### src/verilog/cpu_isa_pkg.sv
package cpu_isa_pkg;

	typedef logic [15:0] cpu_word_t;
	typedef logic [2:0] cpu_reg_idx_t;
	typedef cpu_word_t [7:0] cpu_regs_t;

	typedef enum logic [3:0] {
		op_mv   = 4'b0000,
		op_add  = 4'b0001,
		op_sub  = 4'b0010,
		op_cmp  = 4'b0011,
		op_ld   = 4'b0100,
		op_st   = 4'b0101,
		op_mvhi = 4'b0110,
		op_j    = 4'b1000,
		op_jz   = 4'b1001,
		op_jn   = 4'b1010,
		op_call = 4'b1100
	} cpu_opcode_e;

	// return address of call
	localparam cpu_reg_idx_t link_reg = 3'd7;

	function automatic cpu_opcode_e ir_op(cpu_word_t ir);
		return cpu_opcode_e'(ir[3:0]);
	endfunction

	function automatic logic ir_imm(cpu_word_t ir);
		return ir[4];
	endfunction

	function automatic cpu_reg_idx_t ir_rx(cpu_word_t ir);
		return ir[7:5];
	endfunction

	function automatic cpu_reg_idx_t ir_ry(cpu_word_t ir);
		return ir[10:8];
	endfunction

	// sign extended
	function automatic cpu_word_t ir_imm8(cpu_word_t ir);
		return {{8{ir[15]}}, ir[15:8]};
	endfunction

	// word offset turned into bytes
	function automatic cpu_word_t ir_br_off(cpu_word_t ir);
		return {{4{ir[15]}}, ir[15:5], 1'b0};
	endfunction

	function automatic logic op_is_branch(cpu_opcode_e op);
		return op[3];
	endfunction

	// operand b comes from ry
	function automatic logic ir_uses_ry(cpu_word_t ir);
		cpu_opcode_e op;
		op = ir_op(ir);
		if (op == op_ld || op == op_st) begin
			return 1'b1;
		end
		return !ir_imm(ir) && !op_is_branch(op) && op != op_mvhi;
	endfunction

endpackage

### src/verilog/cpu_pipe_pkg.sv
package cpu_pipe_pkg;
	import cpu_isa_pkg::*;

	// fetch to decode, the instruction word arrives separately
	typedef struct packed {
		cpu_word_t pc;
	} cpu_fd_t;

	typedef struct packed {
		cpu_word_t pc;
		cpu_word_t ir;
		cpu_word_t a;
		cpu_word_t b;
		cpu_reg_idx_t rx;
		cpu_reg_idx_t ry;
	} cpu_dx_t;

	typedef struct packed {
		cpu_word_t pc;
		cpu_word_t ir;
		cpu_word_t g;
	} cpu_xw_t;

endpackage

### src/verilog/cpu_stage_reg.sv
`timescale 1ns/10ps

module cpu_stage_reg #(
	parameter type T_PAYLOAD = logic
) (
	input  logic     clk,
	input  logic     i_rst_n,
	input  logic     i_flush,
	input  logic     i_valid,
	input  T_PAYLOAD i_data,
	output logic     o_valid,
	output T_PAYLOAD o_data
);

	always_ff @(posedge clk) begin
		if (!i_rst_n) begin
			o_valid <= 1'b0;
		end else begin
			o_valid <= i_valid && !i_flush;
		end
	end

	// payload moves every cycle, valid says whether it counts
	always_ff @(posedge clk) begin
		o_data <= i_data;
	end

	a_valid_known: assert property (
		@(posedge clk) disable iff (!i_rst_n) !$isunknown(o_valid)
	);

endmodule

### src/verilog/cpu_register_file.sv
`timescale 1ns/10ps

module cpu_register_file
	import cpu_isa_pkg::*;
(
	input  logic         clk,
	input  logic         i_rst_n,
	input  cpu_reg_idx_t i_rx,
	input  cpu_reg_idx_t i_ry,
	input  logic         i_rw_en,
	input  cpu_reg_idx_t i_rw,
	input  cpu_word_t    i_rw_data,
	output cpu_word_t    o_rx_data,
	output cpu_word_t    o_ry_data,
	output cpu_regs_t    o_regs
);

	cpu_regs_t regs;

	always_ff @(posedge clk) begin
		if (!i_rst_n) begin
			regs <= '0;
		end else if (i_rw_en) begin
			regs[i_rw] <= i_rw_data;
		end
	end

	// write-through, decode sees what writeback stores this cycle
	assign o_rx_data = (i_rw_en && i_rw == i_rx) ? i_rw_data : regs[i_rx];
	assign o_ry_data = (i_rw_en && i_rw == i_ry) ? i_rw_data : regs[i_ry];

	assign o_regs = regs;

endmodule

### src/verilog/cpu_fetch.sv
`timescale 1ns/10ps

module cpu_fetch
	import cpu_isa_pkg::*, cpu_pipe_pkg::*;
#(
	parameter cpu_word_t P_RESET_PC = '0
) (
	input  logic      clk,
	input  logic      i_rst_n,
	input  logic      i_br_en,
	input  cpu_word_t i_br_pc,
	output cpu_word_t o_pc_addr,
	output logic      o_pc_rd,
	output cpu_fd_t   o_fd
);

	cpu_word_t pc;
	logic run;

	always_ff @(posedge clk) begin
		if (!i_rst_n) begin
			pc <= P_RESET_PC;
			run <= 1'b0;
		end else begin
			run <= 1'b1;
			if (i_br_en) begin
				pc <= i_br_pc;
			end else if (run) begin
				pc <= pc + 16'd2;
			end
		end
	end

	assign o_pc_addr = pc;
	assign o_pc_rd = run;
	assign o_fd = '{pc: pc};

endmodule

### src/verilog/cpu_decode.sv
`timescale 1ns/10ps

module cpu_decode
	import cpu_isa_pkg::*, cpu_pipe_pkg::*;
(
	input  cpu_fd_t      i_fd,
	input  cpu_word_t    i_ir,
	input  cpu_word_t    i_rx_data,
	input  cpu_word_t    i_ry_data,
	output cpu_reg_idx_t o_rx,
	output cpu_reg_idx_t o_ry,
	output cpu_dx_t      o_dx
);

	cpu_opcode_e op;

	assign op = ir_op(i_ir);
	assign o_rx = ir_rx(i_ir);
	assign o_ry = ir_ry(i_ir);

	always_comb begin
		o_dx.pc = i_fd.pc;
		o_dx.ir = i_ir;
		o_dx.rx = o_rx;
		o_dx.ry = o_ry;
		o_dx.a = i_rx_data;
		if (op_is_branch(op)) begin
			o_dx.b = ir_br_off(i_ir);
		end else if (op == op_mvhi) begin
			// immediate lands in the high byte
			o_dx.b = ir_imm8(i_ir) << 8;
		end else if (ir_uses_ry(i_ir)) begin
			o_dx.b = i_ry_data;
		end else begin
			o_dx.b = ir_imm8(i_ir);
		end
	end

endmodule

### src/verilog/cpu_forward_ctrl.sv
`timescale 1ns/10ps

module cpu_forward_ctrl
	import cpu_isa_pkg::*, cpu_pipe_pkg::*;
(
	input  cpu_dx_t      i_dx,
	input  logic         i_rw_en,
	input  cpu_reg_idx_t i_rw,
	input  cpu_word_t    i_rw_data,
	output cpu_word_t    o_a,
	output cpu_word_t    o_b
);

	logic fwd_a;
	logic fwd_b;

	// the writeback instruction is the one right ahead of execute
	assign fwd_a = i_rw_en && i_rw == i_dx.rx;
	// immediates and branch offsets are never bypassed
	assign fwd_b = i_rw_en && i_rw == i_dx.ry && ir_uses_ry(i_dx.ir);

	assign o_a = fwd_a ? i_rw_data : i_dx.a;
	assign o_b = fwd_b ? i_rw_data : i_dx.b;

endmodule

### src/verilog/cpu_execute.sv
`timescale 1ns/10ps

module cpu_execute
	import cpu_isa_pkg::*, cpu_pipe_pkg::*;
(
	input  logic      clk,
	input  logic      i_rst_n,
	input  logic      i_valid,
	input  cpu_dx_t   i_dx,
	input  cpu_word_t i_a,
	input  cpu_word_t i_b,
	output cpu_xw_t   o_xw,
	output logic      o_br_en,
	output cpu_word_t o_br_pc,
	output cpu_word_t o_mem_addr,
	output cpu_word_t o_mem_wrdata,
	output logic      o_mem_rd,
	output logic      o_mem_wr
);

	cpu_opcode_e op;
	cpu_word_t pc_next;
	cpu_word_t alu;
	logic flag_n;
	logic flag_z;
	logic set_flags;
	logic taken;

	assign op = ir_op(i_dx.ir);
	assign pc_next = i_dx.pc + 16'd2;

	always_comb begin
		case (op)
			op_add:         alu = i_a + i_b;
			op_sub, op_cmp: alu = i_a - i_b;
			// mvhi keeps the low byte of rx
			op_mvhi:        alu = {i_b[15:8], i_a[7:0]};
			op_call:        alu = pc_next;
			default:        alu = i_b;
		endcase
	end

	assign set_flags = i_valid && (op == op_add || op == op_sub || op == op_cmp);

	always_ff @(posedge clk) begin
		if (!i_rst_n) begin
			flag_n <= 1'b0;
			flag_z <= 1'b0;
		end else if (set_flags) begin
			flag_n <= alu[15];
			flag_z <= alu == '0;
		end
	end

	always_comb begin
		case (op)
			op_j, op_call: taken = 1'b1;
			op_jz:         taken = flag_z;
			op_jn:         taken = flag_n;
			default:       taken = 1'b0;
		endcase
	end

	assign o_br_en = i_valid && taken;
	// register form jumps to rx
	assign o_br_pc = ir_imm(i_dx.ir) ? pc_next + i_b : i_a;

	// address from ry, store data from rx
	assign o_mem_rd = i_valid && op == op_ld;
	assign o_mem_wr = i_valid && op == op_st;
	assign o_mem_addr = i_b;
	assign o_mem_wrdata = i_a;

	assign o_xw = '{pc: i_dx.pc, ir: i_dx.ir, g: alu};

	a_mem_excl: assert property (
		@(posedge clk) disable iff (!i_rst_n) !(o_mem_rd && o_mem_wr)
	);

	// flush of s23 means the next slot can never branch
	a_br_single: assert property (
		@(posedge clk) disable iff (!i_rst_n) o_br_en |=> !o_br_en
	);

endmodule

### src/verilog/cpu_writeback.sv
`timescale 1ns/10ps

module cpu_writeback
	import cpu_isa_pkg::*, cpu_pipe_pkg::*;
(
	input  logic         i_valid,
	input  cpu_xw_t      i_xw,
	input  cpu_word_t    i_mem_rddata,
	output logic         o_rw_en,
	output cpu_reg_idx_t o_rw,
	output cpu_word_t    o_rw_data
);

	cpu_opcode_e op;
	logic writes;

	assign op = ir_op(i_xw.ir);

	always_comb begin
		case (op)
			op_mv, op_add, op_sub, op_mvhi, op_ld, op_call: writes = 1'b1;
			default: writes = 1'b0;
		endcase
	end

	assign o_rw_en = i_valid && writes;
	assign o_rw = (op == op_call) ? link_reg : ir_rx(i_xw.ir);
	// load data answers in this cycle
	assign o_rw_data = (op == op_ld) ? i_mem_rddata : i_xw.g;

endmodule

### src/verilog/cpu.sv
`timescale 1ns/10ps

module cpu
	import cpu_isa_pkg::*, cpu_pipe_pkg::*;
#(
	parameter cpu_word_t P_RESET_PC = '0
) (
	input  logic      clk,
	input  logic      i_rst_n,

	output cpu_word_t o_pc_addr,
	output logic      o_pc_rd,
	input  cpu_word_t i_pc_rddata,

	output cpu_word_t o_ldst_addr,
	output logic      o_ldst_rd,
	output logic      o_ldst_wr,
	input  cpu_word_t i_ldst_rddata,
	output cpu_word_t o_ldst_wrdata,

	output cpu_regs_t o_tb_regs
);

	cpu_reg_idx_t rx, ry, rw;
	cpu_word_t rx_data, ry_data, rw_data;
	logic rw_en;
	logic br_en;
	cpu_word_t br_pc;
	cpu_fd_t fd_in, fd_out;
	cpu_dx_t dx_in, dx_out;
	cpu_xw_t xw_in, xw_out;
	logic s12_valid, s23_valid, s34_valid;
	cpu_word_t fwd_a, fwd_b;

	cpu_register_file regs0 (
		.clk(clk),
		.i_rst_n(i_rst_n),
		.i_rx(rx),
		.i_ry(ry),
		.i_rw_en(rw_en),
		.i_rw(rw),
		.i_rw_data(rw_data),
		.o_rx_data(rx_data),
		.o_ry_data(ry_data),
		.o_regs(o_tb_regs)
	);

	cpu_fetch #(.P_RESET_PC(P_RESET_PC)) fetch0 (
		.clk(clk),
		.i_rst_n(i_rst_n),
		.i_br_en(br_en),
		.i_br_pc(br_pc),
		.o_pc_addr(o_pc_addr),
		.o_pc_rd(o_pc_rd),
		.o_fd(fd_in)
	);

	// taken branch drops the two younger slots
	cpu_stage_reg #(.T_PAYLOAD(cpu_fd_t)) s12 (
		.clk(clk),
		.i_rst_n(i_rst_n),
		.i_flush(br_en),
		.i_valid(o_pc_rd),
		.i_data(fd_in),
		.o_valid(s12_valid),
		.o_data(fd_out)
	);

	cpu_decode decode0 (
		.i_fd(fd_out),
		.i_ir(i_pc_rddata),
		.i_rx_data(rx_data),
		.i_ry_data(ry_data),
		.o_rx(rx),
		.o_ry(ry),
		.o_dx(dx_in)
	);

	cpu_stage_reg #(.T_PAYLOAD(cpu_dx_t)) s23 (
		.clk(clk),
		.i_rst_n(i_rst_n),
		.i_flush(br_en),
		.i_valid(s12_valid),
		.i_data(dx_in),
		.o_valid(s23_valid),
		.o_data(dx_out)
	);

	cpu_forward_ctrl forward0 (
		.i_dx(dx_out),
		.i_rw_en(rw_en),
		.i_rw(rw),
		.i_rw_data(rw_data),
		.o_a(fwd_a),
		.o_b(fwd_b)
	);

	cpu_execute execute0 (
		.clk(clk),
		.i_rst_n(i_rst_n),
		.i_valid(s23_valid),
		.i_dx(dx_out),
		.i_a(fwd_a),
		.i_b(fwd_b),
		.o_xw(xw_in),
		.o_br_en(br_en),
		.o_br_pc(br_pc),
		.o_mem_addr(o_ldst_addr),
		.o_mem_wrdata(o_ldst_wrdata),
		.o_mem_rd(o_ldst_rd),
		.o_mem_wr(o_ldst_wr)
	);

	cpu_stage_reg #(.T_PAYLOAD(cpu_xw_t)) s34 (
		.clk(clk),
		.i_rst_n(i_rst_n),
		.i_flush(1'b0),
		.i_valid(s23_valid),
		.i_data(xw_in),
		.o_valid(s34_valid),
		.o_data(xw_out)
	);

	cpu_writeback writeback0 (
		.i_valid(s34_valid),
		.i_xw(xw_out),
		.i_mem_rddata(i_ldst_rddata),
		.o_rw_en(rw_en),
		.o_rw(rw),
		.o_rw_data(rw_data)
	);

endmodule

### config.mk
export PLATFORM = sky130hd
export DESIGN_NAME = cpu
export DESIGN_NICKNAME = d
export VERILOG_FILES = /design/src/verilog/cpu_isa_pkg.sv /design/src/verilog/cpu_pipe_pkg.sv /design/src/verilog/cpu_stage_reg.sv /design/src/verilog/cpu_register_file.sv /design/src/verilog/cpu_fetch.sv /design/src/verilog/cpu_decode.sv /design/src/verilog/cpu_forward_ctrl.sv /design/src/verilog/cpu_execute.sv /design/src/verilog/cpu_writeback.sv /design/src/verilog/cpu.sv
export SDC_FILE = /design/constraint.sdc
export NUM_CORES = 1
export LEC_CHECK = 0
export BUFFER_PORTS_ARGS = -buffer_cell sky130_fd_sc_hd__buf_4
export CORE_MARGIN = 8
export CORE_UTILIZATION = 62
export CTS_CLUSTER_DIAMETER = 80
export DETAILED_ROUTE_END_ITERATION = 10
export PLACE_DENSITY = 0.84
export SYNTH_ARGS = -nofsm -noshare
export SYNTH_HDL_FRONTEND = slang
export SYNTH_SLANG_ARGS = --single-unit
### constraint.sdc
create_clock -name clk -period 8.85 [get_ports clk]
set_input_delay 1.77 -clock clk [delete_from_list [all_inputs] [get_ports clk]]
set_output_delay 1.77 -clock clk [all_outputs]
set_load 0.005 [all_outputs]
==> flow_summary.json, run 1 <==
{
  "status": "complete, no violations",
  "synth_seq_cells": 248,
  "hold_viol_final": 0,
  "nets": 1673,
  "path_buf_inv": 0,
  "grt_overflow": 0,
  "worstSetupEndpointType": "flip-flop",
  "port_buffers": 212,
  "cts_root_buffer": "clkbuf_16",
  "min_period_ps": 6700,
  "htree_levels": 1,
  "cp_common_cell": "or4_1",
  "r2r_end": "execute0.flag_z",
  "drc": 0,
  "grt_use_total_pct": 32.1,
  "post-cts-setup-buffer-count": 0,
  "yosysWarnings": 0,
  "start_util_pct": 62.5,
  "drtAntennaViolNets": 0,
  "p_comb_share_pct": 13.8,
  "max_slew_margin_pct": 3.28,
  "switching_power_w": 0.000710,
  "crit_fanout": 12,
  "ys_types": 73,
  "dieArea_sq_um": 26700,
  "p_clk_share_pct": 41.9,
  "diodes": 0,
  "path_cells": "and4bb_1 > o21a_1 > o2111ai_1 > nor2_1 > mux2i_1 > nor2_1 > xnor2_1 > fa_1 > a21o_1 > a41oi_1 > nand3_1 > a311oi_1 > xnor2_1 > a221o_1 > or4_1 > or4_1 > or4_1 > o21ai_1",
  "rsz0062_at_grt": "no",
  "clock_skew_ps": 14.3,
  "criticalPathCategory": "flip-flop to flip-flop",
  "vias_per_cell": 6.49,
  "drt-initial-drc-count": 1182,
  "r2r_slack_ps": 2150,
  "crit_cells": 18,
  "min_period_over_period_pct": 75.8,
  "cts_tree": "done",
  "intPower_w": 0.00194,
  "place.gp.congestion": 0.954,
  "clock_sinks": 248,
  "pin_count": 213,
  "cpPeakStageDelay_ps": 940,
  "drive_gt1_share_pct": 22.6,
  "place_inst": 1856,
  "ys.flop_type": "dfxtp_1",
  "tightest_slew_ps": 1410,
  "first_pass_iters": 7,
  "wl_per_cell_microns": 23.0,
  "clk_latency_ps": 540,
  "max_freq_mhz": 149,
  "drv_slew": 0,
  "ir_drop_uv": 139,
  "netlist_instances": 1450,
  "synth_area_sq_um": 13500,
  "vias": 12300,
  "fin_cells": 1902,
  "r2r-start": "s34.o_data[16]",
  "wl_microns": 43700,
  "hp-class": "flip-flop to flip-flop",
  "synthToLayoutAreaGrowth_pct": 19.1,
  "slowest_stage": "nor2_1",
  "clkSlewWorstSetupHoldPaths_ps": 60,
  "synthArstFlopShare_pct": 0,
  "swShare_pct": 26.7,
  "hpwl_microns": 31400,
  "worstSetupStartpoint": "s34.o_data[16]",
  "path_delay_family": "simple AND/OR/NAND/NOR gates",
  "setup_viol": 0,
  "core.rowCount": 54,
  "whs_path_depth": 0,
  "antenna_found_initial": 0,
  "worst_ep_arrival_time_ps": 7180,
  "grt_pass1_vias": 12200,
  "seqPwrFrac_pct": 44.3,
  "p_per_area_nw_per_um2": 165,
  "die_w_microns": 163,
  "r2r_cells": 18,
  "core_sq_um": 21600,
  "worstPathRequired_ps": 9320,
  "cts_resized": 0,
  "synth-edff-count": 0,
  "grt_pass1_wl_microns": 68400,
  "maxCapViolations": 0,
  "p_leak_nw": 7.43,
  "die_y_microns": 163,
  "syn_nets": 1518,
  "setup-tns-final_ps": 0,
  "syn_area_per_cell_sq_um": 9.29,
  "ctsHoldBuffers": 0,
  "cts_buffer_depth": 3,
  "cts_inserted_buffers": 27,
  "synth_seq_area_share_pct": 36.8,
  "endpoint": "execute0.flag_z",
  "grt_max_degree": 84,
  "startpoint_type": "flip-flop"
}
==> flip-flops by register name, indices dropped and copies added (netlist names) <==
name / count
s23.o_valid: 1
s34.o_data: 23
fetch0.o_fd: 16
fetch0.o_pc_rd: 1
execute0.flag_z: 1
execute0.flag_n: 1
s23.o_data: 59
s12.o_data: 16
s34.o_valid: 1
regs0.o_regs: 128
s12.o_valid: 1
==> cells in the final DEF, fill, tap and decap left out, types with 9 or more instances in the layout <==
| cell | instances |
|---|---|
| nand2_1 | 144 |
| nor2_1 | 150 |
| inv_1 | 36 |
| nor2b_1 | 11 |
| xnor2_1 | 45 |
| nand2b_1 | 9 |
| nor3_1 | 27 |
| clkbuf_16 | 27 |
| buf_4 | 232 |
| nand4_1 | 14 |
| a21o_1 | 15 |
| and3_1 | 19 |
| nand3_1 | 19 |
| mux4_2 | 64 |
| mux2i_1 | 61 |
| a211oi_1 | 73 |
| ha_1 | 32 |
| mux2_2 | 18 |
| o21a_1 | 10 |
| xor2_1 | 22 |
| o21ai_0 | 73 |
| dfxtp_1 | 248 |
| o211ai_1 | 12 |
| o211a_1 | 67 |
| a21oi_1 | 65 |
| and2_1 | 11 |
==> metal layers <==
| layer | up-vias | wire (microns) | GRT usage, % |
|---|---|---|---|
| li1 | 5647 | - | - |
| met1 | 5869 | 16900 | 40.1 |
| met2 | 684 | 20100 | 51.6 |
| met3 | 136 | 4950 | 8.44 |
| met4 | 0 | 1830 | 14.1 |
| met5 | - | 0 | 0 |
==> cells by family after synthesis <==
| family | after synthesis | synth area share, % |
|---|---|---|
| and+or+nand+nor | 437 | 14.6 |
| AOI/OAI and AO/OA | 376 | 20.0 |
| DFF | 248 | 36.8 |
| buffers and inverters | 144 | 4.10 |
| muxes | 144 | 16.8 |
| xor gates and xnor gates | 67 | 4.35 |
| adders and majority gates | 34 | 3.27 |
==> worst register-to-register path: stages (launching register included) <==
cell and delay [ps]:
dfxtp_1 340, and4bb_1 570, o21a_1 200, o2111ai_1 440, nor2_1 940, mux2i_1 480, nor2_1 100, xnor2_1 190
fa_1 470, a21o_1 210, a41oi_1 270, nand3_1 160, a311oi_1 550, xnor2_1 130, a221o_1 310, or4_1 380
or4_1 390, or4_1 400, o21ai_1 90
==> metrics by stage <==
stage	worst slack [ps]	power, W	area (sq um)	util, %	hold slack, ps
finish	2150	0.00265	16000	74.5	320
CTS	2280	0.00265	16000	74.5	325
global route	1790	0.00273	16000	74.5	328
detailed placement	2110	0.00155	15200	70.5	312
floorplan	3160	0.00144	13500	-	310
global placement	2280	0.00155	15200	70.5	311
==> power by group through the flow <==
stage,Clock (W),Combinational [W],Sequential [W]
finish,0.00111,0.000366,0.00118
global route,0.00116,0.000394,0.00118
CTS,0.00111,0.000359,0.00118
detailed placement,0,0.000356,0.00120
global placement,0,0.000351,0.00120
floorplan,0,0.000248,0.00119
==> area by class of cell <==
class,count,area (sq um)
Inverter,38,143
Sequential cell,248,4960
Clock inverter,6,82.6
Fill cell,1541,5510
Tap cell,280,350
Clock buffer,40,774
Multi-Input combinational cell,1058,7990
Timing Repair Buffer,232,1740
==> how the worst min path moves through the flow <==
| stage | to | slack (ps) | start |
|---|---|---|---|
| floorplan | s23.o_data[54] | 310 | s12.o_data[0] |
| global placement | s23.o_data[58] | 310 | s12.o_data[4] |
| detailed placement | s23.o_data[63] | 310 | s12.o_data[9] |
| CTS | s23.o_data[57] | 320 | s12.o_data[3] |
| global route | s23.o_data[57] | 330 | s12.o_data[3] |
| finish | s23.o_data[61] | 320 | s12.o_data[7] |
==> Yosys cell counts (3+ instances only) <==
cell type	n	area share [%]
o221ai_1	6	0.39
mux2i_1	61	4.5
nor2b_1	11	0.51
xnor2_1	45	2.9
a211o_1	3	0.20
nand3b_1	4	0.22
mux2_2	18	1.5
a31oi_1	6	0.28
mux4_2	64	11
nor3_1	29	1.1
buf_2	4	0.15
o21ai_1	6	0.22
and2_1	11	0.51
nor2_1	152	4.2
a21o_1	15	0.84
nand4_1	14	0.65
inv_1	36	1.0
a211oi_1	73	4.1
xor2_1	22	1.4
a221o_1	4	0.30
nand2_1	144	4.0
clkbuf_1	95	2.6
buf_1	6	0.17
and3_1	19	0.88
o21ai_0	73	2.7
dfxtp_1	248	37
a22oi_1	5	0.28
o211ai_1	12	0.67
ha_1	32	3.0
a21oi_1	65	2.4
nor4_1	6	0.28
or4_1	4	0.22
o21a_1	10	0.56
nand2b_1	9	0.42
o211a_1	67	5.0
or3_1	5	0.23
o22ai_1	3	0.14
o31ai_1	3	0.17
nand3_1	19	0.71
Power figures use the tool's default switching activity.
==> run 2: changes to the inputs <==
--- a/config.mk
+++ b/config.mk
@@ -7,10 +7,10 @@
 export LEC_CHECK = 0
 export BUFFER_PORTS_ARGS = -buffer_cell sky130_fd_sc_hd__buf_4
 export CORE_MARGIN = 8
-export CORE_UTILIZATION = 62
+export CORE_UTILIZATION = 52
 export CTS_CLUSTER_DIAMETER = 80
 export DETAILED_ROUTE_END_ITERATION = 10
-export PLACE_DENSITY = 0.84
+export PLACE_DENSITY = 0.75
 export SYNTH_ARGS = -nofsm -noshare
 export SYNTH_HDL_FRONTEND = slang
 export SYNTH_SLANG_ARGS = --single-unit
==> constraint.sdc (replaced) <==
create_clock -name clk -period 5.5 [get_ports clk]
set_input_delay 1.1 -clock clk [delete_from_list [all_inputs] [get_ports clk]]
set_output_delay 1.1 -clock clk [all_outputs]
set_load 0.005 [all_outputs]
==> run 2 against run 1 <==
  * Total power is 62% higher
  * Register-to-register slack got worse by 1800 ps
  * Design area increased by 2.7%
  * Flip-flop and latch count unchanged
  * Worst setup slack got worse by 1800 ps
  * Largest power group unchanged
  * Highest routed layer unchanged
==> flow_summary.json, run 2 (synthesis gave the netlist of run 1 again) <==
{
  "cts_inserted_buffers": 27,
  "dieArea_sq_um": 31300,
  "grt_max_degree": 84,
  "hold_viol_final": 0,
  "crit_fanout": 19,
  "path_buf_inv": 2,
  "swShare_pct": 28.1,
  "status": "complete, no violations",
  "p_per_area_nw_per_um2": 261,
  "p_clk_share_pct": 41.5,
  "drive_gt1_share_pct": 25.7,
  "maxCapViolations": 0,
  "vias_per_cell": 6.16,
  "drtAntennaViolNets": 0,
  "antenna_found_initial": 0,
  "nets": 1707,
  "crit_cells": 18,
  "hp-class": "flip-flop to flip-flop",
  "hpwl_microns": 32600,
  "cts_buffer_depth": 3,
  "clock_sinks": 248,
  "cpPeakStageDelay_ps": 520,
  "core_sq_um": 25800,
  "die_w_microns": 177,
  "drv_slew": 0,
  "largest_reg_flops": 128,
  "p_comb_share_pct": 14.5,
  "clk_latency_ps": 570,
  "p_leak_nw": 7.61,
  "wl_microns": 44600,
  "slowest_stage": "or4_1",
  "setup_viol": 0,
  "wl_per_cell_microns": 22.4,
  "cts_root_buffer": "clkbuf_16",
  "criticalPathCategory": "flip-flop to flip-flop",
  "grt_pass1_vias": 12200,
  "pin_count": 213,
  "layout_common_cells": "264 x buf_4, 243 x dfxtp_1, 150 x nor2_1",
  "whs_path_depth": 0,
  "start_util_pct": 52.3,
  "drt-initial-drc-count": 1060,
  "worst_ep_arrival_time_ps": 5650,
  "worstPathRequired_ps": 5980,
  "drc": 0,
  "max_slew_margin_pct": 35.9,
  "clkSlewWorstSetupHoldPaths_ps": 70,
  "ir_drop_uv": 277,
  "core.rowCount": 59,
  "clock_skew_ps": 20.2,
  "min_period_over_period_pct": 93.9,
  "ctsHoldBuffers": 0,
  "startpoint_type": "flip-flop",
  "htree_levels": 1,
  "cts_tree": "done",
  "switching_power_w": 0.00121,
  "grt_overflow": 0,
  "worstSetupEndpointType": "flip-flop",
  "synthToLayoutAreaGrowth_pct": 22.3,
  "first_pass_iters": 5,
  "min_period_ps": 5160,
  "port_buffers": 212,
  "setup-tns-final_ps": 0,
  "dp_slack_ps": 141,
  "rsz0062_at_grt": "no",
  "path_cells": "and4bb_2 > buf_4 > o21ai_1 > a21oi_4 > nand2_2 > buf_4 > mux2_4 > ha_1 > o21a_1 > o31a_1 > o41a_1 > a31o_2 > o311ai_0 > o221ai_1 > or4_1 > or4_1 > or4_1 > o21ai_1",
  "max_freq_mhz": 194,
  "place.gp.congestion": 0.924,
  "vias": 12300,
  "tightest_slew_ps": 962,
  "cp_common_cell": "or4_1",
  "grt_use_total_pct": 27.8,
  "path_delay_family": "compound AO/OA/AOI/OAI gates",
  "final_common_cell": "buf_4",
  "seqPwrFrac_pct": 44.0,
  "grt_pass1_wl_microns": 69400,
  "intPower_w": 0.00309,
  "r2r_cells": 18,
  "nFillCells": 2099,
  "power_w": 0.00430,
  "die_y_microns": 177,
  "setup_slack_ps": 337
}
==> run 2: path summary, 6_finish.rpt <==
kind                  start              end  slack [ps]
min           s12.o_data[5]   s23.o_data[59]         320
max          s34.o_data[16]  execute0.flag_z         340
max reg2reg  s34.o_data[16]  execute0.flag_z         340
min reg2reg   s12.o_data[5]   s23.o_data[59]         320
==> run 2: final cells by class <==
type | instances | area, sq um | area share [%]
sequential | 248 | 4970 | 30.2
multi-input combinational | 1058 | 8050 | 48.9
antenna | 1 | 2.50 | 0.0152
clock buffer | 35 | 766 | 4.65
clock inverter | 15 | 111 | 0.676
inverter | 38 | 143 | 0.866
tap | 335 | 419 | 2.54
timing repair buffer | 266 | 2010 | 12.2
==> run 2: metal layers <==
layer | global-route usage, % | up-vias | share of wire [%]
li1 | - | 5718 | -
met1 | 35.5 | 5904 | 41
met2 | 44.9 | 577 | 46
met3 | 7.15 | 102 | 9.7
met4 | 9.77 | 0 | 3.5
met5 | 0 | - | 0
==> run 2: worst reg2reg max path: cells and delay by family (launching register included) <==
kind / cells / cell delay [ps]
simple gates: 5 / 1750
compound gates: 9 / 1820
fa+ha+maj: 1 / 350
flops: 1 / 380
buf+inv: 2 / 430
mux: 1 / 360
==> run 2: through the flow <==
stage               cells  util (%)  hold slack [ps]  cell area [sq um]
finish               1996      64.0              321              16500
global route         1995      63.9              335              16500
CTS                  1995      63.7              325              16400
detailed placement   1945      60.3              312              15500
global placement     1945      60.3              310              15500
floorplan            1450         -              310              13500
==> run 2: repair_timing <==
| action | 4_1_cts | 5_1_grt |
|---|---|---|
| endpoints found under the setup margin | 0 | 1 |
| setup buffers | 0 | 0 |
| gates resized for setup | 0 | 20 |
==> run 2: power groups by stage <==
| stage | Clock (W) | Combinational, W | Sequential (W) |
|---|---|---|---|
| final | 0.00178 | 0.000625 | 0.00189 |
| after global routing | 0.00187 | 0.000676 | 0.00189 |
| after CTS | 0.00180 | 0.000613 | 0.00189 |
| after detailed placement | 0 | 0.000608 | 0.00192 |
| after global placement | 0 | 0.000604 | 0.00192 |
| after floorplan | 0 | 0.000400 | 0.00191 |
